$ cat src/source/cuckoo_pkg.sv
/*
 * cuckoo counting table shared definitions
 * command layout, slot packing within a bucket and pipeline latency
 */
package cuckoo_pkg;

    localparam int OP_LEN     = 2;
    localparam int H1_LEN     = 20;
    localparam int FP_LEN     = 8;
    localparam int CMD_LEN    = OP_LEN + H1_LEN + FP_LEN;   // 30
    localparam int COUNT_LEN  = 24;

    // slot = {fp, count}, slot 0 in the low bits of the bucket
    localparam int SLOT_LEN    = FP_LEN + COUNT_LEN;
    localparam int SLOT_FP_LSB = COUNT_LEN;
    localparam int SLOTS       = 2;
    localparam int BUCKET_LEN  = SLOTS * SLOT_LEN;          // 64

    localparam int PIPE_DEPTH = 4;  // acceptance to result, in cycles

    typedef logic [CMD_LEN-1:0]    cmd_t;
    typedef logic [H1_LEN-1:0]     h1_t;
    typedef logic [FP_LEN-1:0]     fp_t;
    typedef logic [COUNT_LEN-1:0]  count_t;
    typedef logic [BUCKET_LEN-1:0] bucket_t;

    typedef enum logic [OP_LEN-1:0] {
        op_insert = 2'd0,
        op_query  = 2'd1
    } op_e;

    function automatic op_e cmd_op(cmd_t c);
        return op_e'(c[CMD_LEN-1 -: OP_LEN]);
    endfunction

    function automatic h1_t cmd_h1(cmd_t c);
        return c[FP_LEN +: H1_LEN];
    endfunction

    function automatic fp_t cmd_fp(cmd_t c);
        return c[FP_LEN-1:0];
    endfunction

    // alternate bucket, only the low FP_LEN bits move
    function automatic h1_t cmd_alt_h1(cmd_t c);
        return cmd_h1(c) ^ h1_t'(cmd_fp(c));
    endfunction

endpackage

$ cat src/source/stage_if.sv
/*
 * pipeline stage link
 * one command per valid strobe plus the result found so far
 */
`timescale 1ns/100ps

interface stage_if import cuckoo_pkg::*; ();

    logic   valid;     // one-cycle strobe
    cmd_t   cmd;
    logic   resolved;  // result already final
    logic   success;
    count_t count;

    modport src (
        output valid,
        output cmd,
        output resolved,
        output success,
        output count
    );

    modport dst (
        input valid,
        input cmd,
        input resolved,
        input success,
        input count
    );

endinterface

$ cat src/source/alternate_stage.sv
/*
 * alternate bucket stage
 * probes and updates the alternate bucket, forms and registers the result
 */
`timescale 1ns/100ps

module alternate_stage import cuckoo_pkg::*; #(
    parameter int TABLE_ADDR_LEN = 8
) (
    input  logic                      clk,
    input  logic                      rst_n,
    stage_if.dst                      in,
    input  bucket_t                   rd_data,
    output logic                      we,
    output logic [TABLE_ADDR_LEN-1:0] wr_addr,
    output bucket_t                   wr_data,
    output logic                      valid_out,
    output cmd_t                      cmd_out,
    output logic                      success_out,
    output count_t                    counter_size
);

    h1_t     in_alt_h1;
    fp_t     in_fp;
    logic    in_insert;
    logic    hit;
    count_t  hit_count;
    logic    has_empty;
    bucket_t bumped;
    bucket_t placed;
    logic    s_valid;
    cmd_t    s_cmd;
    logic    s_resolved;
    logic    s_success;
    count_t  s_count;
    logic    s_hit;
    count_t  s_hit_count;
    logic    s_has_empty;
    logic    s_insert;
    logic    fin_success;
    count_t  fin_count;

    assign in_alt_h1 = cmd_alt_h1(in.cmd);
    assign in_fp     = cmd_fp(in.cmd);
    assign in_insert = (cmd_op(in.cmd) == op_insert);

    bucket_probe u_probe (
        .bucket    (rd_data),
        .fp        (in_fp),
        .hit       (hit),
        .hit_count (hit_count),
        .has_empty (has_empty),
        .bumped    (bumped),
        .placed    (placed)
    );

    // a full bucket without a match leaves the table untouched
    assign we      = in.valid && !in.resolved && in_insert && (hit || has_empty);
    assign wr_addr = in_alt_h1[TABLE_ADDR_LEN-1:0];
    assign wr_data = hit ? bumped : placed;

    always_ff @(posedge clk or negedge rst_n) begin
        if (!rst_n) begin
            s_valid   <= 1'b0;
            valid_out <= 1'b0;
        end else begin
            s_valid   <= in.valid;
            valid_out <= s_valid;
        end
    end

    always_ff @(posedge clk) begin
        s_cmd       <= in.cmd;
        s_resolved  <= in.resolved;
        s_success   <= in.success;
        s_count     <= in.count;
        s_hit       <= hit;
        s_hit_count <= hit_count;
        s_has_empty <= has_empty;
    end

    assign s_insert = (cmd_op(s_cmd) == op_insert);

    always_comb begin
        if (s_resolved) begin  // settled in the primary table
            fin_success = s_success;
            fin_count   = s_count;
        end else if (s_hit) begin
            fin_success = 1'b1;
            fin_count   = s_insert ? s_hit_count + count_t'(1) : s_hit_count;
        end else if (s_insert && s_has_empty) begin
            fin_success = 1'b1;
            fin_count   = count_t'(1);
        end else begin
            fin_success = 1'b0;
            fin_count   = '0;
        end
    end

    always_ff @(posedge clk) begin
        cmd_out      <= s_cmd;
        success_out  <= fin_success;
        counter_size <= fin_count;
    end

    a_valid_known: assert property (@(posedge clk) disable iff (!rst_n)
        !$isunknown(valid_out));

endmodule

$ cat src/source/bucket_probe.sv
/*
 * fingerprint search in one bucket
 * reports the matching count and forms the bumped and placed buckets
 */
`timescale 1ns/100ps

module bucket_probe import cuckoo_pkg::*; (
    input  bucket_t bucket,
    input  fp_t     fp,
    output logic    hit,
    output count_t  hit_count,
    output logic    has_empty,
    output bucket_t bumped,
    output bucket_t placed
);

    fp_t    slot_fp  [SLOTS];
    count_t slot_cnt [SLOTS];

    for (genvar g = 0; g < SLOTS; g++) begin : g_slot
        assign slot_fp[g]  = bucket[g*SLOT_LEN + SLOT_FP_LSB +: FP_LEN];
        assign slot_cnt[g] = bucket[g*SLOT_LEN +: COUNT_LEN];
    end

    always_comb begin
        hit       = 1'b0;
        hit_count = '0;
        has_empty = 1'b0;
        bumped    = bucket;
        placed    = bucket;
        for (int i = 0; i < SLOTS; i++) begin
            // first live slot holding the fingerprint
            if (!hit && slot_cnt[i] != '0 && slot_fp[i] == fp) begin
                hit       = 1'b1;
                hit_count = slot_cnt[i];
                bumped[i*SLOT_LEN +: COUNT_LEN] = slot_cnt[i] + count_t'(1);
            end
            // lowest empty slot gets the new key
            if (!has_empty && slot_cnt[i] == '0) begin
                has_empty = 1'b1;
                placed[i*SLOT_LEN +: SLOT_LEN] = {fp, count_t'(1)};
            end
        end
    end

endmodule

$ cat src/flat_wrapper.sv
// flat-port wrapper written by rule: the top's interface ports become plain ports
module alternate_stage_flat import cuckoo_pkg::*;
#(
    parameter int TABLE_ADDR_LEN = 8
)
  (clk, rst_n, rd_data, we, wr_addr, wr_data, valid_out, cmd_out, success_out, counter_size, in_valid, in_cmd, in_resolved, in_success, in_count);
  stage_if in_i ();
  input  logic clk;
  input  logic rst_n;
  input  bucket_t rd_data;
  output logic we;
  output logic [TABLE_ADDR_LEN-1:0] wr_addr;
  output bucket_t wr_data;
  output logic valid_out;
  output cmd_t cmd_out;
  output logic success_out;
  output count_t counter_size;
  input wire logic [$bits(in_i.valid)-1:0] in_valid;
  input wire logic [$bits(in_i.cmd)-1:0] in_cmd;
  input wire logic [$bits(in_i.resolved)-1:0] in_resolved;
  input wire logic [$bits(in_i.success)-1:0] in_success;
  input wire logic [$bits(in_i.count)-1:0] in_count;
  assign in_i.valid = in_valid;
  assign in_i.cmd = in_cmd;
  assign in_i.resolved = in_resolved;
  assign in_i.success = in_success;
  assign in_i.count = in_count;
  alternate_stage #(.TABLE_ADDR_LEN(TABLE_ADDR_LEN)) u_core (.clk(clk), .rst_n(rst_n), .in(in_i), .rd_data(rd_data), .we(we), .wr_addr(wr_addr), .wr_data(wr_data), .valid_out(valid_out), .cmd_out(cmd_out), .success_out(success_out), .counter_size(counter_size));
endmodule
$ cat config.mk
export PLATFORM = sky130hd
export DESIGN_NAME = alternate_stage_flat
export DESIGN_NICKNAME = d
export VERILOG_FILES = /design/src/source/cuckoo_pkg.sv /design/src/source/stage_if.sv /design/src/source/alternate_stage.sv /design/src/source/bucket_probe.sv /design/src/flat_wrapper.sv
export SDC_FILE = /design/constraint.sdc
export NUM_CORES = 1
export LEC_CHECK = 0
export ABC_CLOCK_PERIOD_IN_PS = 5570
export BUFFER_PORTS_ARGS = -buffer_cell sky130_fd_sc_hd__buf_2
export CAP_MARGIN = 10
export CORE_MARGIN = 5
export CORE_UTILIZATION = 40
export DETAILED_ROUTE_END_ITERATION = 8
export GPL_TIMING_DRIVEN = 1
export HOLD_SLACK_MARGIN = 0.03
export PLACE_DENSITY = 0.7
export SYNTH_ARGS = -nofsm -noshare
export SYNTH_HDL_FRONTEND = slang
export SYNTH_SLANG_ARGS = --single-unit
$ cat constraint.sdc
create_clock -name clk -period 5.57 [get_ports clk]
set_clock_uncertainty 0.2 [all_clocks]
set_input_delay 1.114 -clock clk [delete_from_list [all_inputs] [get_ports clk]]
set_output_delay 1.114 -clock clk [all_outputs]
set_load 0.01 [all_outputs]
[Yosys cells after proc, flatten, opt, wreduce, memory -nomap -nowiden]
Index checks and enable logic that the tools add are counted.
Cells by class
  bitwise logic cells: 1
  equality and inequality tests: 2
  magnitude comparators: 0
  mux-type cells: 18
  div/mod/pow operators: 0
  shift operators: 0
  add/sub/neg operators: 3
  reductions and logical operators: 18
  $mul: 0
Operators with widths (number)
  24-bit 2-to-1 mux: 7
  24-bit by 1-bit adder with 24-bit output, second input constant: 3
  32-bit 2-to-1 mux: 2
  64-bit 2-to-1 mux: 1
  24-bit zero test: 2
  24-bit nonzero test: 2
  8-bit equality test: 2
  1-bit logical AND: 8
  1-bit 2-to-1 mux: 8
  8-bit bitwise XOR: 1
  2-bit zero test: 2
  1-bit zero test: 3
  1-bit logical OR: 1
Word-level totals
  input port bits: 123
  logic and storage cells: 54
  RAM bits: 0
  register bits: 139
  memories: 0
  output and inout bits: 129
  ROM bits: 0
  bits in latches: 0

[Longest topological paths before layout]
  depth in word-level cells: 9
  gate-level depth with buffers: 9
  mapped depth without buffers: 8

[Cells and area by module]
Synthesis repeated with hierarchy kept, for this count alone.
Unflattened totals
  cell total of the unflattened synthesis: 695
  area total of the unflattened synthesis: 6851.6 sq um
Modules (own cells, without submodules)
  alternate_stage: instances 1, cells each 380, sequential area each 2792.7 sq um, area an instance 4682.0 sq um
  bucket_probe: instances 1, cells each 315, sequential area each 0.0 sq um, area an instance 2169.6 sq um

[Worst setup path before layout]
Ideal clock, no wire load.
  path kind: input-to-output
  start: input rd_data[2]
  end: output wr_data[0]
  stages: 8
  slack: 1454 ps
  required time: 4256 ps
  path buffers: 2
  data arrival time: 2802 ps
  cells stage by stage: clkbuf_1 -> nor4b_1 -> nand4_1 -> o211ai_2 -> inv_2 -> clkbuf_1 -> ha_1 -> a2bb2oi_1
Between the ends
  longest elaborated chain between the ends: 8
  elaborated cells between the ends (all ways): 11
  classes of those cells: mux: 5; reduce/logical: 6
Ends and longest elaborated chain
  start: declaration: line flat_wrapper.sv:10  | input bucket_t rd_data;
  24-bit nonzero test: line bucket_probe.sv:33  | if (!hit && slot_cnt[i] != '0 && slot_fp[i] == fp) begin
  1-bit logical AND: line bucket_probe.sv:33
  1-bit 2-to-1 mux: line bucket_probe.sv:33
  1-bit zero test: line bucket_probe.sv:33
  1-bit logical AND (2 in series): line bucket_probe.sv:33
  1-bit 2-to-1 mux: line bucket_probe.sv:33
  64-bit 2-to-1 mux (*): line alternate_stage.sv:60  | assign wr_data = hit ? bumped : placed;
  end: declaration: line flat_wrapper.sv:13  | output bucket_t wr_data;
Every way passes the cells marked *; elsewhere a longest branch is shown, timed or not.

[Final worst setup path]
  start: input in_cmd[5]
  end: output wr_data[5]
Between the ends
  longest elaborated chain between the ends: 8
  elaborated cells between the ends (all ways): 10
  classes of those cells: eq/ne: 2; mux: 4; reduce/logical: 4
Ends and longest elaborated chain
  start: declaration: line flat_wrapper.sv:19  | input wire logic [$bits(in_i.cmd)-1:0] in_cmd;
  8-bit equality test: line bucket_probe.sv:33
  1-bit logical AND: line bucket_probe.sv:33
  1-bit 2-to-1 mux: line bucket_probe.sv:33
  1-bit zero test: line bucket_probe.sv:33
  1-bit logical AND (2 in series): line bucket_probe.sv:33
  1-bit 2-to-1 mux: line bucket_probe.sv:33
  64-bit 2-to-1 mux (*): line alternate_stage.sv:60
Marked as above.

==> results by stage <==
Die:
- Measured along the y axis, the die boundary spans 128 um.
- The floorplan has 43 rows.
- In this run the count of I/O pins placed on the die edge is 252.
- For this configuration, the core starts out at a cell density of 0.405.
- The die is 128 um wide.
- The area of the core region is 13800 um2.
- The floorplan step defined a die boundary enclosing 16400 um2.

CTS:
- Once the clock tree was built, the setup fixing pass inserted 0 buffers.
- The clock passes through at most 2 buffers.
- The number of buffers created by CTS is 17.
- In this run, post-CTS hold repair placed 0 buffers.
- The clock latency at the later pin of the worst-skew pair is 0.41 ns.
- The tree is rooted in a sky130_fd_sc_hd__clkbuf_16.
- After clock tree synthesis, the clock-pin slew on the worst setup and hold paths is 0.06 ns.
- The CTS tree is built.
- Once the clock tree was built, the resizer swapped 0 gates to a different size.
- The H-tree was split into 4 levels.
- Counting every sink on the clock net gives 139.

Global routing:
- The first global-routing pass estimated 26.1 mm of wire.
- The total routing usage reported by global routing is 0.204.
- The total global routing overflow is 0.
- The via count of the first global-routing pass was 5024.
- The largest net degree at the start of global routing is 31.
- The initial antenna violation count is 0.

STA:
- The measured slew at the worst slew-check pin is 0.945 ns.
- Of the available clock period, the critical path in the final layout requires 0.821.
- For this run, the top clock speed supported by timing is 219 MHz.
- The final sum of negative setup slack is 0 ns.
- The max-slew violation total from the final report is 0.
- The routed design could run at a clock period as short as 4.57 ns.
- The count of final setup violators is 0.
- The final-report hold violation count is 0.
- Setup repair after global routing left no endpoint under its margin.
- Measured against its own limit, the worst slew margin works out to 0.369.

Logic synthesis:
- The number of synthesized register bits is 139.
- The synthesized design spends more area on one cell type than any other, namely sky130_fd_sc_hd__dfxtp_1.
- The number of standard cells after synthesis is 563.
- Each instance of the synthesized netlist takes up on average 9.91 um2.
- The register area share after synthesis is 0.500.
- The number of different library cells in the post-synthesis netlist is 46.
- Summing every instance area after synthesis gives 5580 um2.
- Of the post-synthesis cell area, the dominant cell type holds 0.491.
- Sorting the synthesized cells by area gives the leading types as sky130_fd_sc_hd__dfxtp_1, sky130_fd_sc_hd__xor2_1, sky130_fd_sc_hd__xnor2_1.
- The number of synthesis warnings is 0.
- The synthesized net count is 692.

Power:
- In this run the static leakage power is 0.00342 uW.
- Total power for the finished layout comes to 2430 uW.
- Power spread over the standard cell area amounts to 320 nW/um2.
- Across the VDD grid, the largest voltage drop is 0.197 mV.

Cells and area:
- Fill cells in the final layout number 1327.
- The number of antenna diodes in the final layout is 0.
- After the last flow step, the layout net total stands at 940.
- Relative to the synthesized area, the layout overhead comes to 35.8%.
- The fraction of layout instances using a drive strength above 1 is 0.375.
- The library cell used most frequently in the layout, excluding fill and tap cells, is sky130_fd_sc_hd__buf_2.
- Measured on the finished design, the core utilization comes to 0.551.
- The top cell types in the final layout, fill and taps aside, are sky130_fd_sc_hd__buf_2, sky130_fd_sc_hd__dfxtp_1, sky130_fd_sc_hd__nand2_1.

Routing:
- In the routed design, unresolved DRC markers number 0.
- The number of search-and-repair iterations in the first detailed-routing pass is 5.
- The total wire length after detailed routing is 17.0 mm.
- The first routing iteration left 275 violations.
- The average detailed-routed wire length per instance is 17.0 um.
- The vias after detailed routing is 5079.
- The count of nets left with antenna violations once routing finished came out at 0.
- In the routed layout, each cell is associated on average with a via count of 5.06.

Critical path:
- For the worst setup path, the data required time is 4.26 ns.
- The kind of capture point of the worst setup path is a primary output.
- The worst setup path is launched from an input pin.
- The worst setup path is of the input pin to primary output kind.
- In this run the worst path has a maximum fanout of 18.
- Data on the critical path arrives at its endpoint at 3.26 ns.

Run status:
- The run finished with clean final reports.

Place:
- Detailed placement ended at an HPWL of 13.4 mm.
- The port buffer count is 251.
- The final weighted congestion in routability-driven placement is 0.932.

Run:
- The max-cap violation count is 0.

Worst hold path:
- The min-delay analysis places its worst path in the category flip-flop to flip-flop.
-- cells by family after synthesis --
| family | after synthesis | synth area share |
|---|---|---|
| buffers and inverters | 40 | 0.0300 |
| flip-flops | 139 | 0.500 |
| AO/OA/AOI/OAI | 60 | 0.0724 |
| XOR/XNOR | 91 | 0.143 |
| multiplexers | 17 | 0.0395 |
| adder cells (fa/ha/maj) | 6 | 0.0134 |
| AND/OR/NAND/NOR | 210 | 0.202 |
-- worst max-delay path, stage by stage --
cell,delay (ns)
sky130_fd_sc_hd__buf_2,0.15
sky130_fd_sc_hd__xor2_1,0.15
sky130_fd_sc_hd__nor4_2,0.52
sky130_fd_sc_hd__o211ai_2,0.35
sky130_fd_sc_hd__inv_2,0.28
sky130_fd_sc_hd__buf_4,0.27
sky130_fd_sc_hd__nand4_1,0.13
sky130_fd_sc_hd__xnor2_1,0.14
sky130_fd_sc_hd__buf_2,0.15
-- report_power, final --
group          leakage [uW]  switching (uW)  internal (uW)  total (uW)
Combinational       0.00196             129            100         229
Clock              0.000299             421            721        1140
Sequential          0.00117            14.4           1040        1050
Total               0.00342             564           1860        2430
-- state kept, by name (all words and copies together), names as in the netlist --
signal	count
u_core.success_out	1
u_core.s_success	1
u_core.s_has_empty	1
u_core.s_count	24
u_core.s_hit_count	24
u_core.s_valid	1
u_core.s_hit	1
u_core.s_resolved	1
u_core.cmd_out	30
u_core.valid_out	1
u_core.s_cmd	30
u_core.counter_size	24
-- final timing paths --
check                           cells after the start  slack [ns]              start                      to
worst max register to register                      2        3.34  u_core.s_resolved  u_core.counter_size[6]
worst max-delay path                                9         1.0          in_cmd[5]              wr_data[5]
max in group asynchronous                           1        4.80              rst_n        u_core.valid_out
min in group asynchronous                           1        0.27              rst_n          u_core.s_valid
worst min-delay path                                0        0.12    u_core.s_cmd[4]       u_core.cmd_out[4]
worst min register to register                      0        0.12    u_core.s_cmd[4]       u_core.cmd_out[4]
-- final cells by class --
type,instances,area (um2),share of cell area
clock buffers,20,447,0.0589
clock inverters,12,161,0.0213
inverters,15,56.3,0.00743
multi-input cells,384,2620,0.346
flip-flops and latches,139,2790,0.368
well taps,180,225,0.0297
repair buffers,254,1280,0.169
-- synth_stat cells, drive strengths merged --
cell type,instances
and4bb,1
mux2,16
clkbuf,17
nand2b,2
a21o,1
a21oi,4
nor2,19
o21bai,1
and3,10
dfxtp,137
nor4,23
dfrtp,2
and2,8
a31o,1
or3,1
o31a,1
or4,2
nor3,19
o22ai,1
inv,15
xor2,48
o211ai,1
or2,1
nor4b,3
nand3,35
mux2i,1
o211a,1
a21boi,1
o21ai,28
nor4bb,1
nand2,55
a22o,19
nand4,20
buf,8
a2bb2oi,1
ha,6
xnor2,43
and4,10
-- metrics by stage --
step | area (um2) | hold slack (ns) | setup slack (ns) | cells
after floorplan | 5580 | 0.110 | 1.45 | 563
after global placement | 6970 | 0.110 | 0.983 | 972
after detailed placement | 6970 | 0.112 | 1.00 | 972
after CTS | 7580 | 0.125 | 1.00 | 1004
after global routing | 7580 | 0.130 | 0.769 | 1004
final | 7580 | 0.124 | 0.997 | 1004
-- per-layer routing --
layer  up-vias  global-route usage  wire length, um
li1       2466                   -                -
met1      2330               0.257             7160
met2       247               0.327             8040
met3        36              0.0671             1390
met4         0              0.0755              423
met5         -                   0                0
Note: power is estimated with default switching activity, not from simulation.
