### config.mk
export PLATFORM = sky130hd
export DESIGN_NAME = primary_stage_flat
export DESIGN_NICKNAME = d
export VERILOG_FILES = /design/src/source/cuckoo_pkg.sv /design/src/source/stage_if.sv /design/src/source/bucket_probe.sv /design/src/source/primary_stage.sv /design/src/flat_wrapper.sv
export SDC_FILE = /design/constraint.sdc
export NUM_CORES = 1
export LEC_CHECK = 0
export BUFFER_PORTS_ARGS = -buffer_cell sky130_fd_sc_hd__buf_4
export CORE_UTILIZATION = 45
export CTS_CLUSTER_SIZE = 30
export DETAILED_ROUTE_END_ITERATION = 10
export PLACE_DENSITY = 0.82
export RECOVER_POWER = 100
export SYNTH_ARGS = -nofsm -noshare
export SYNTH_HDL_FRONTEND = slang
export SYNTH_SLANG_ARGS = --single-unit
### constraint.sdc
create_clock -name clk -period 4.4 [get_ports clk]
set_clock_uncertainty 0.2 [all_clocks]
set_input_delay 0.88 -clock clk [delete_from_list [all_inputs] [get_ports clk]]
set_output_delay 0.88 -clock clk [all_outputs]
set_load 0.05 [all_outputs]
### src/source/cuckoo_pkg.sv
/*
 * cuckoo counting table shared definitions
 * command layout, slot packing within a bucket and pipeline latency
 */
package cuckoo_pkg;

    localparam int OP_LEN     = 2;
    localparam int H1_LEN     = 20;
    localparam int FP_LEN     = 8;
    localparam int CMD_LEN    = OP_LEN + H1_LEN + FP_LEN;   // 30
    localparam int COUNT_LEN  = 24;

    // slot = {fp, count}, slot 0 in the low bits of the bucket
    localparam int SLOT_LEN    = FP_LEN + COUNT_LEN;
    localparam int SLOT_FP_LSB = COUNT_LEN;
    localparam int SLOTS       = 2;
    localparam int BUCKET_LEN  = SLOTS * SLOT_LEN;          // 64

    localparam int PIPE_DEPTH = 4;  // acceptance to result, in cycles

    typedef logic [CMD_LEN-1:0]    cmd_t;
    typedef logic [H1_LEN-1:0]     h1_t;
    typedef logic [FP_LEN-1:0]     fp_t;
    typedef logic [COUNT_LEN-1:0]  count_t;
    typedef logic [BUCKET_LEN-1:0] bucket_t;

    typedef enum logic [OP_LEN-1:0] {
        op_insert = 2'd0,
        op_query  = 2'd1
    } op_e;

    function automatic op_e cmd_op(cmd_t c);
        return op_e'(c[CMD_LEN-1 -: OP_LEN]);
    endfunction

    function automatic h1_t cmd_h1(cmd_t c);
        return c[FP_LEN +: H1_LEN];
    endfunction

    function automatic fp_t cmd_fp(cmd_t c);
        return c[FP_LEN-1:0];
    endfunction

    // alternate bucket, only the low FP_LEN bits move
    function automatic h1_t cmd_alt_h1(cmd_t c);
        return cmd_h1(c) ^ h1_t'(cmd_fp(c));
    endfunction

endpackage

### src/source/stage_if.sv
/*
 * pipeline stage link
 * one command per valid strobe plus the result found so far
 */
`timescale 1ns/100ps

interface stage_if import cuckoo_pkg::*; ();

    logic   valid;     // one-cycle strobe
    cmd_t   cmd;
    logic   resolved;  // result already final
    logic   success;
    count_t count;

    modport src (
        output valid,
        output cmd,
        output resolved,
        output success,
        output count
    );

    modport dst (
        input valid,
        input cmd,
        input resolved,
        input success,
        input count
    );

endinterface

### src/source/bucket_probe.sv
/*
 * fingerprint search in one bucket
 * reports the matching count and forms the bumped and placed buckets
 */
`timescale 1ns/100ps

module bucket_probe import cuckoo_pkg::*; (
    input  bucket_t bucket,
    input  fp_t     fp,
    output logic    hit,
    output count_t  hit_count,
    output logic    has_empty,
    output bucket_t bumped,
    output bucket_t placed
);

    fp_t    slot_fp  [SLOTS];
    count_t slot_cnt [SLOTS];

    for (genvar g = 0; g < SLOTS; g++) begin : g_slot
        assign slot_fp[g]  = bucket[g*SLOT_LEN + SLOT_FP_LSB +: FP_LEN];
        assign slot_cnt[g] = bucket[g*SLOT_LEN +: COUNT_LEN];
    end

    always_comb begin
        hit       = 1'b0;
        hit_count = '0;
        has_empty = 1'b0;
        bumped    = bucket;
        placed    = bucket;
        for (int i = 0; i < SLOTS; i++) begin
            // first live slot holding the fingerprint
            if (!hit && slot_cnt[i] != '0 && slot_fp[i] == fp) begin
                hit       = 1'b1;
                hit_count = slot_cnt[i];
                bumped[i*SLOT_LEN +: COUNT_LEN] = slot_cnt[i] + count_t'(1);
            end
            // lowest empty slot gets the new key
            if (!has_empty && slot_cnt[i] == '0) begin
                has_empty = 1'b1;
                placed[i*SLOT_LEN +: SLOT_LEN] = {fp, count_t'(1)};
            end
        end
    end

endmodule

### src/source/primary_stage.sv
/*
 * primary bucket stage
 * resolves hits and free-slot inserts, otherwise reads the alternate table
 */
`timescale 1ns/100ps

module primary_stage import cuckoo_pkg::*; #(
    parameter int TABLE_ADDR_LEN = 8
) (
    input  logic                      clk,
    input  logic                      rst_n,
    stage_if.dst                      in,
    input  bucket_t                   rd_data,
    output logic                      we,
    output logic [TABLE_ADDR_LEN-1:0] wr_addr,
    output bucket_t                   wr_data,
    output logic                      alt_re,
    output logic [TABLE_ADDR_LEN-1:0] alt_addr,
    stage_if.src                      out
);

    logic    p_valid;
    cmd_t    p_cmd;
    h1_t     p_h1;
    h1_t     p_alt_h1;
    fp_t     p_fp;
    logic    is_insert;
    logic    resolve;
    logic    hit;
    count_t  hit_count;
    logic    has_empty;
    bucket_t bumped;
    bucket_t placed;

    always_ff @(posedge clk or negedge rst_n) begin
        if (!rst_n) begin
            p_valid <= 1'b0;
        end else begin
            p_valid <= in.valid;
        end
    end

    always_ff @(posedge clk) begin
        p_cmd <= in.cmd;  // lines up with the table read
    end

    assign p_h1     = cmd_h1(p_cmd);
    assign p_alt_h1 = cmd_alt_h1(p_cmd);
    assign p_fp     = cmd_fp(p_cmd);

    bucket_probe u_probe (
        .bucket    (rd_data),
        .fp        (p_fp),
        .hit       (hit),
        .hit_count (hit_count),
        .has_empty (has_empty),
        .bumped    (bumped),
        .placed    (placed)
    );

    assign is_insert = (cmd_op(p_cmd) == op_insert);
    assign resolve   = hit || (is_insert && has_empty);

    assign we       = p_valid && is_insert && (hit || has_empty);
    assign wr_addr  = p_h1[TABLE_ADDR_LEN-1:0];
    assign wr_data  = hit ? bumped : placed;  // match beats a free slot
    assign alt_re   = p_valid && !resolve;
    assign alt_addr = p_alt_h1[TABLE_ADDR_LEN-1:0];

    always_ff @(posedge clk or negedge rst_n) begin
        if (!rst_n) begin
            out.valid <= 1'b0;
        end else begin
            out.valid <= p_valid;
        end
    end

    always_ff @(posedge clk) begin
        out.cmd      <= p_cmd;
        out.resolved <= resolve;
        out.success  <= resolve;
        if (hit) begin
            out.count <= is_insert ? hit_count + count_t'(1) : hit_count;
        end else begin
            out.count <= resolve ? count_t'(1) : '0;  // fresh insert starts at 1
        end
    end

endmodule

### src/flat_wrapper.sv
// flat-port wrapper written by rule: the top's interface ports become plain ports
module primary_stage_flat import cuckoo_pkg::*;
#(
    parameter int TABLE_ADDR_LEN = 8
)
  (clk, rst_n, rd_data, we, wr_addr, wr_data, alt_re, alt_addr, in_valid, in_cmd, in_resolved, in_success, in_count, out_valid, out_cmd, out_resolved, out_success, out_count);
  stage_if in_i ();
  stage_if out_i ();
  input  logic clk;
  input  logic rst_n;
  input  bucket_t rd_data;
  output logic we;
  output logic [TABLE_ADDR_LEN-1:0] wr_addr;
  output bucket_t wr_data;
  output logic alt_re;
  output logic [TABLE_ADDR_LEN-1:0] alt_addr;
  input wire logic [$bits(in_i.valid)-1:0] in_valid;
  input wire logic [$bits(in_i.cmd)-1:0] in_cmd;
  input wire logic [$bits(in_i.resolved)-1:0] in_resolved;
  input wire logic [$bits(in_i.success)-1:0] in_success;
  input wire logic [$bits(in_i.count)-1:0] in_count;
  output wire logic [$bits(out_i.valid)-1:0] out_valid;
  output wire logic [$bits(out_i.cmd)-1:0] out_cmd;
  output wire logic [$bits(out_i.resolved)-1:0] out_resolved;
  output wire logic [$bits(out_i.success)-1:0] out_success;
  output wire logic [$bits(out_i.count)-1:0] out_count;
  assign in_i.valid = in_valid;
  assign in_i.cmd = in_cmd;
  assign in_i.resolved = in_resolved;
  assign in_i.success = in_success;
  assign in_i.count = in_count;
  assign out_valid = out_i.valid;
  assign out_cmd = out_i.cmd;
  assign out_resolved = out_i.resolved;
  assign out_success = out_i.success;
  assign out_count = out_i.count;
  primary_stage #(.TABLE_ADDR_LEN(TABLE_ADDR_LEN)) u_core (.clk(clk), .rst_n(rst_n), .in(in_i), .rd_data(rd_data), .we(we), .wr_addr(wr_addr), .wr_data(wr_data), .alt_re(alt_re), .alt_addr(alt_addr), .out(out_i));
endmodule
### Word level (Yosys, flattened, before mapping)

Cells that the tools add are included.

* equality and inequality tests: 2
* bitwise operators: 1
* add/subtract/negate cells: 3
* reduce and logical (&&, ||, !) cells: 18
* mux-type cells: 14

Operators with widths (number)
* $mux W24: 6
* $add A24 B1 Y24 const B: 3
* $mux W32: 2
* $mux W64: 1
* $logic_not A24 Y1: 2
* $reduce_bool A24 Y1: 2
* $eq A8 B8 Y1: 2
* $logic_and A1 B1 Y1: 8
* $xor A8 B8 Y8: 1
* $mux W1: 5
* $logic_not A1 Y1: 3
* $logic_not A2 Y1: 1
* $logic_or A1 B1 Y1: 2

* flip-flop bits (word level): 87
* logic and storage cells: 44
* bits of input ports: 123

### Longest topological paths before layout

Gate-level depths: netlist of run 1.

* depth after elaboration: 10
* gate-level depth with buffers: 20

### Modules after synthesis

From an unflattened synthesis of run 1, not the netlist that was laid out.

* cell total of the unflattened synthesis: 628
* area, all modules: 5704.2 um^2

By module, submodules not included
* primary_stage: cells each 290, instances 1, area an instance 3321.9 um^2, seq. area each 1751.7 um^2
* bucket_probe: cells each 338, instances 1, area an instance 2382.3 um^2, seq. area each 0.0 um^2

### Worst setup path before layout of run 1

OpenSTA, ideal clock, no wires.

* path type: input to output
* start: input port rd_data[34]
* end: output port wr_data[33]
* slack: -331 ps
* stages on the path: 8
* arrival time: 3651 ps
* cells stage by stage: clkbuf_1 nor4b_1 nand4_1 o211ai_4 buf_4 nor2_2 clkbuf_1 o31ai_1

* word-level cells in the longest chain between the ends: 5
* elaborated cells on any way between the ends: 9
* classes of those cells: mux (4); reduce/logical (5)

RTL lines
* start, declared: RTL line flat_wrapper.sv:11 `input bucket_t rd_data;`
* $reduce_bool A24 Y1: RTL line bucket_probe.sv:33 `if (!hit && slot_cnt[i] != '0 && slot_fp[i] == fp) begin`
* $logic_and A1 B1 Y1 (2 in series): RTL line bucket_probe.sv:33
* $mux W24 / $mux W1 (equally long branches): RTL line bucket_probe.sv:33
* $mux W64 *: RTL line primary_stage.sv:66 `assign wr_data = hit ? bumped : placed;`
* end, declared: RTL line flat_wrapper.sv:14 `output bucket_t wr_data;`

Mark *: on every way between the ends. The rest lies on a longest branch, timed or not.

### Final worst setup path of run 1

* start: input port rd_data[26]
* end: output port wr_data[14]

* word-level cells in the longest chain between the ends: 8
* elaborated cells on any way between the ends: 9
* classes of those cells: eq/ne (1); mux (4); reduce/logical (4)

RTL lines (RTL line)
* $eq A8 B8 Y1 *: bucket_probe.sv:33
* $logic_and A1 B1 Y1 *: bucket_probe.sv:33
* $mux W1: bucket_probe.sv:33
* $logic_not A1 Y1: bucket_probe.sv:33
* $logic_and A1 B1 Y1 (2 in series): bucket_probe.sv:33
* $mux W1: bucket_probe.sv:33
* $mux W64 *: primary_stage.sv:66

Marks and branches as above.

==> impl_metrics.csv, run 1 <==
group,metric,value,unit
clock_network,htree_levels,3,
synthesis,synthesis.nets,615,
detailed_routing,ant_nets,0,
floorplanning,dieWidth,103.2,um
timing,rsz0062_at_grt,"false",
setup_path,critPathMaxFanout,21,
detailed_routing,drt_iter0_markers,182,
placed_design,hpwl,12190,um
floorplanning,start_util,46.73,%
synthesis,synth_cells,486,
timing,tns,0,ns
flow_run,cap_viol_max_count,0,
timing,maxSlewViolCount,0,
placed_design,port_buffers,235,
setup_path,cp-start-kind,"input pin",
setup_path,rr_worst_depth,15,
placed_design,gp_congestion,0.8915,
clock_network,root_buffer,"clkbuf_8",
grt,overflow,0,
clock_network,cts_tree,"yes",
layout,fin_nets,865,
detailed_routing,routed_wl,14960,um
clock_network,insertion_delay,0.36,ns
synthesis,ys.flop_type,"dfxtp_1",
detailed_routing,vias,4658,
setup_path,path_class,"input pin to output port",
floorplanning,fp.dieArea,0.01065,mm^2
timing,fmax,0.2335,GHz
timing,tightest_slew,0.7399,ns
layout,diodes,0,
clock_network,clockBufferDepth,2,
grt,grt_pass1_wl,22350,um
setup_path,cp.required,3.32,ns
grt,grt_pass1_vias,4444,
grt,grt_use_total,27.83,%
timing,setup_viol,0,
synthesis,syn_area_per_cell,9.484,um^2
clock_network,numCtsBuffers,9,
setup_path,cp.arrival,3.20,ns
floorplanning,num_rows,36,
setup_path,timing.rr.start,"u_core.p_cmd[2]",
timing,maxSlewHeadroom,50.49,%
detailed_routing,drc_errors,0,
clock_network,clk_pin_slew,0.10,ns
synthesis,ys_ff_latch,87,
timing,period_needed,4.282,ns
timing,min_period_over_period,97.32,%
setup_path,crit_path_end_kind,"output port",
clock_network,clock_sinks,87,
clock_network,cts_hold_buffers,0,
timing,hold_violations,0,
detailed_routing,vias_per_cell,5.330,
layout,syn_to_final_growth,41.37,%
power_and_ir_drop,power.density,288.7,mW/mm^2
synthesis,postSynth.asyncResetShare,2.299,%
detailed_routing,avgRoutedWirePerCell,17.12,um
grt,grt_max_degree,22,
setup_path,r2r-end,"u_core.out.count[20]",
floorplanning,ios,262,
floorplanning,die_h,103.2,um
run_status,outcome,"finished clean",
power_and_ir_drop,peakVddDrop,0.2506,mV
synthesis,yosys_warnings,0,
synthesis,syn_area,0.004609,mm^2
grt,antenna_found_initial,0,
floorplanning,coreArea,0.009864,mm^2
setup_path,reg2reg_setup_slack,0.46,ns
min_path,holdCritPathClass,"input pin to async pin",
power_and_ir_drop,p_leak,2.760,nW
layout,drive_gt1_share,35.49,%
layout,final_core_util,66.06,%
synthesis,ys_types,62,
setup_path,cp-startpoint,"rd_data[26]",
synthesis,synth_edf_count,0,
synthesis,seq_area_frac_synth,38.00,%
detailed_routing,firstDrtPassIters,5,
final cells by class:
type                    instances  area, um^2
well taps                     133       166.4
multi-input cells             356        2733
clock inverters                 7       72.57
flip-flops and latches         87        1752
clock buffers                   9       123.9
fillers                       883        3348
repair buffers                269        1620
inverters                      13       48.80
what timing repair did:
item	CTS	global route
buffers inserted	0	0
gates resized for setup	2	9
endpoints found under the setup margin	4	25
pin swaps	0	2
worst max-delay path by stage:
stage                                end  cells past startpoint
finish                       wr_data[14]                     11
global route                 wr_data[33]                     12
CTS                          wr_data[23]                     11
detailed placement           wr_data[52]                     12
global placement             wr_data[52]                     12
floorplan           u_core.out.count[20]                     16
registers in the layout, indices dropped and copies added (netlist names):
signal	count
u_core.p_cmd	30
u_core.out.valid	1
u_core.out.count	24
u_core.p_valid	1
u_core.out.cmd	30
u_core.out.resolved	1
layer usage:
metal / global-route usage [%] / part of all wire [%] / vias up / wire, um
met5: 0 / 0 / - / 0
met4: 9.859 / 2.2 / 0 / 327
met3: 6.653 / 8.4 / 33 / 1258
met2: 50.00 / 51 / 265 / 7613
met1: 32.29 / 39 / 2159 / 5765
li1: - / - / 2201 / -
synthesized netlist by cell type (8+ instances only):
cell type / count / area, um^2
a22oi_1: 8 / 60.06
dfxtp_1: 85 / 1702
xnor2_1: 39 / 341.6
buf_4: 11 / 82.58
nor3_1: 15 / 75.07
mux2_2: 16 / 180.2
nand2_1: 48 / 180.2
clkbuf_1: 11 / 41.29
nand3_1: 21 / 105.1
nor2_1: 35 / 131.4
xor2_1: 52 / 455.4
inv_1: 12 / 45.04
and3_1: 11 / 68.82
nand4_1: 18 / 112.6
critical path: stages:
cell and delay [ns]:
buf_4 0.12, xor2_1 0.18, nor4_4 0.42, o211ai_4 0.16, inv_2 0.13, buf_6 0.22, and3_1 0.27, nand2_1 0.15
nor3_1 0.20, xor2_1 0.18, buf_2 0.28
layout by cell type, fill, tap and decap left out, types with 4 or more instances in the layout:
cell type    n
a21oi_1      6
a22o_1       5
a22oi_1      8
and2_1       4
and3_1      10
buf_2       13
buf_4      104
clkbuf_1    77
clkbuf_2    34
clkbuf_4    39
clkbuf_8     9
dfxtp_1     85
ha_1         4
inv_1       12
mux2_2      13
nand2_1     48
nand3_1     21
nand4_1     18
nor2_1      35
nor3_1      13
nor4_1       6
nor4_4       5
o21ai_0      5
o22ai_1      6
xnor2_1     30
xnor2_2      9
xor2_1      51
per-stage QoR:
step | total power [mW] | cells | hold slack [ns] | setup slack (ns) | instance area, um^2
after floorplan | 1.171 | 486 | 0.1096 | -0.01792 | 4700
after global placement | 1.382 | 858 | 0.1102 | 0.02601 | 6698
after detailed placement | 1.390 | 858 | 0.1121 | -0.05040 | 6698
after CTS | 1.933 | 874 | 0.06197 | 0.03471 | 6902
after global routing | 1.950 | 874 | 0.05747 | 0.01413 | 6516
final | 1.881 | 874 | 0.07509 | 0.1179 | 6516
report_power, final:
group          switching [mW]  leakage, nW  internal (mW)
clock                   0.327       0.0970          0.223
combinational           0.350         1.93          0.144
sequential             0.0186        0.731          0.819
cell families after synthesis:
kind of cell | count (synthesis) | share of synthesized area, %
AOI/OAI and AO/OA | 57 | 10.97
adders and majority gates | 6 | 1.629
muxes | 19 | 4.560
buffers and inverters | 43 | 5.021
DFF | 87 | 38.00
and+or+nand+nor | 183 | 22.53
xor gates and xnor gates | 91 | 17.29
Note: power is estimated with default switching activity, not from simulation.
==> run 2, diff against run 1 <==
--- a/config.mk
+++ b/config.mk
@@ -9,6 +9,7 @@
 export CORE_UTILIZATION = 45
 export CTS_CLUSTER_SIZE = 30
 export DETAILED_ROUTE_END_ITERATION = 10
+export GPL_TIMING_DRIVEN = 0
 export PLACE_DENSITY = 0.82
 export RECOVER_POWER = 100
 export SYNTH_ARGS = -nofsm -noshare
==> run 2 against run 1 <==
Against the previous run:
- the run now ends with setup timing left
- utilization up 2.6 points
- clock power up 4%
- wire length up 5.5%
- register-to-register slack worse by 0.25 ns
- clock-buffer cell count unchanged
- first-iteration DRC count up 120%
- worst hold slack worse by 0.0098 ns
==> impl_metrics.csv, run 2 (synthesized netlist as in run 1, its figures left out) <==
group,metric,value,unit
run_status,outcome,"complete, but fails checks",
run_status,violations,"setup timing",
floorplanning,dieWidth,103.2,um
detailed_routing,vias,4762,
layout,syn_to_final_growth,46.88,%
detailed_routing,firstDrtPassIters,5,
timing,maxSlewViolCount,0,
setup_path,timing.rr.start,"u_core.p_cmd[7]",
grt,grt_pass1_vias,4512,
timing,period_needed,4.412,ns
layout,layout_common_cells,"148 x buf_4, 85 x dfxtp_1, 82 x clkbuf_1",
clock_network,htree_levels,3,
detailed_routing,ant_nets,0,
timing,fin_ws,-0.01229,ns
grt,grt_use_total,28.58,%
power_and_ir_drop,p_total,1.919,mW
power_and_ir_drop,pwr-share-comb,26.7,%
layout,final_core_util,68.63,%
power_and_ir_drop,p_switching,0.7162,mW
clock_network,cts_tree,"yes",
clock_network,clk_pin_slew,0.11,ns
timing,tightest_slew,0.6036,ns
placed_design,hpwl,12080,um
power_and_ir_drop,seqPwrFrac,43.7,%
setup_path,critPathMaxFanout,10,
floorplanning,ios,262,
timing,fmax,0.2266,GHz
layout,layout_commonest_cell,"buf_4",
power_and_ir_drop,p_sw_share,37.32,%
placed_design,port_buffers,226,
layout,top_regs,"u_core.out.cmd: 30 flops, u_core.p_cmd: 30 flops, u_core.out.count: 24 flops",
placed_design,post-place-cells,845,
timing,maxSlewHeadroom,58.61,%
setup_path,cp-start-kind,"input pin",
floorplanning,num_rows,36,
timing,min_period_over_period,100.3,%
min_path,holdCritPathClass,"input pin to async pin",
power_and_ir_drop,peakVddDrop,0.2937,mV
flow_run,cap_viol_max_count,0,
setup_path,crit_path_end_kind,"flip-flop",
power_and_ir_drop,p_int,1.203,mW
layout,fin_nets,869,
setup_path,crit_end,"u_core.out.count[20]",
clock_network,clockBufferDepth,2,
clock_network,insertion_delay,0.38,ns
timing,setup_viol,1,
layout,drive_gt1_share,36.64,%
setup_path,r2r-end,"u_core.out.count[20]",
grt,grt_max_degree,19,
setup_path,cp.arrival,4.52,ns
placed_design,gp_congestion,0.8972,
setup_path,cp.required,4.51,ns
detailed_routing,routed_wl,15780,um
power_and_ir_drop,p_clk_share,29.6,%
clock_network,root_buffer,"clkbuf_8",
layout,diodes,0,
clock_network,numCtsBuffers,9,
grt,antenna_found_initial,0,
power_and_ir_drop,p_leak,2.851,nW
setup_path,cp-startpoint,"rd_data[33]",
clock_network,cts_hold_buffers,0,
floorplanning,die_h,103.2,um
grt,overflow,0,
setup_path,rr_worst_depth,18,
layout,stdcell_count,878,
setup_path,path_class,"input pin to flip-flop",
setup_path,reg2reg_setup_slack,0.21,ns
detailed_routing,drc_errors,0,
detailed_routing,avgRoutedWirePerCell,17.97,um
floorplanning,fp.dieArea,0.01065,mm^2
detailed_routing,drt_iter0_markers,398,
clock_network,clock_sinks,87,
floorplanning,start_util,46.73,%
detailed_routing,vias_per_cell,5.424,
grt,grt_pass1_wl,22740,um
timing,rsz0062_at_grt,"true",
timing,hold_violations,0,
power_and_ir_drop,power.density,283.5,mW/mm^2
floorplanning,coreArea,0.009864,mm^2
run 2: cell types whose count changed in the layout (fill, tap and decap cells not counted), sizes merged:
cell,delta
buf,+39
clkbuf,-35
clkinv,+2
clkinvlp,-1
inv,-1
run 2: worst max-delay path, cell delays in order:
cell	delay (ns)
buf_4	0.12
inv_1	0.12
ha_1	0.16
nor4b_2	0.28
nand4_1	0.24
o211ai_4	0.25
buf_4	0.25
nand2b_1	0.13
clkbuf_4	0.22
nand2_1	0.07
o21ai_0	0.09
ha_2	0.22
nand3_1	0.10
or2_4	0.29
o32ai_4	0.33
o2111ai_4	0.23
nor4b_4	0.35
xor2_1	0.18
run 2: routing by layer:
layer	vias up	part of all wire, %	global-route usage [%]
met4	0	2.4	10.94
met2	331	50	50.51
met1	2180	38	33.17
li1	2209	-	-
met5	-	0	0
met3	42	10	7.392
run 2: layout make-up:
class / instances / area [um^2]
buffer: 29 / 224.0
inverter: 13 / 48.80
fill: 824 / 3094
tap: 133 / 166.4
clock buffer: 9 / 123.9
sequential: 87 / 1752
clock inverter: 7 / 76.32
timing repair buffer: 244 / 1570
multi-input combinational: 356 / 2809
run 2: how the worst min path moves through the flow:
stage	start	endpoint
CTS	rst_n	u_core.p_valid
finish	rst_n	u_core.p_valid
global placement	u_core.p_cmd[18]	u_core.out.cmd[18]
global route	rst_n	u_core.p_valid
floorplan	u_core.p_cmd[16]	u_core.out.cmd[16]
detailed placement	u_core.p_cmd[23]	u_core.out.cmd[23]
run 2: power groups by stage:
stage / Sequential (mW) / Combinational (mW) / Clock [mW]
after CTS: 0.839 / 0.535 / 0.571
final: 0.838 / 0.512 / 0.569
after global placement: 0.855 / 0.523 / 0
after floorplan: 0.911 / 0.261 / 0
after detailed placement: 0.856 / 0.527 / 0
after global routing: 0.842 / 0.533 / 0.608
run 2: through the flow:
stage	TNS [ns]	area [um^2]	worst slack [ns]	hold slack [ns]
floorplan	-0.03050	4700	-0.01792	0.1096
finish	-0.01229	6770	-0.01229	0.06531
global placement	-9.382	6563	-0.8270	0.1102
global route	-0.3291	6770	-0.08786	0.05310
detailed placement	-10.32	6563	-0.8612	0.1121
CTS	-0.01262	6900	-0.01262	0.05289
run 2: timing repair:
item / 4_1_cts / 5_1_grt
cloned: 0 / 0
buffers inserted: 13 / 5
setup endpoints to repair: 37 / 33
pin swaps: 9 / 9
endpoints found under the hold margin: 0 / 0
resized for setup: 7 / 27
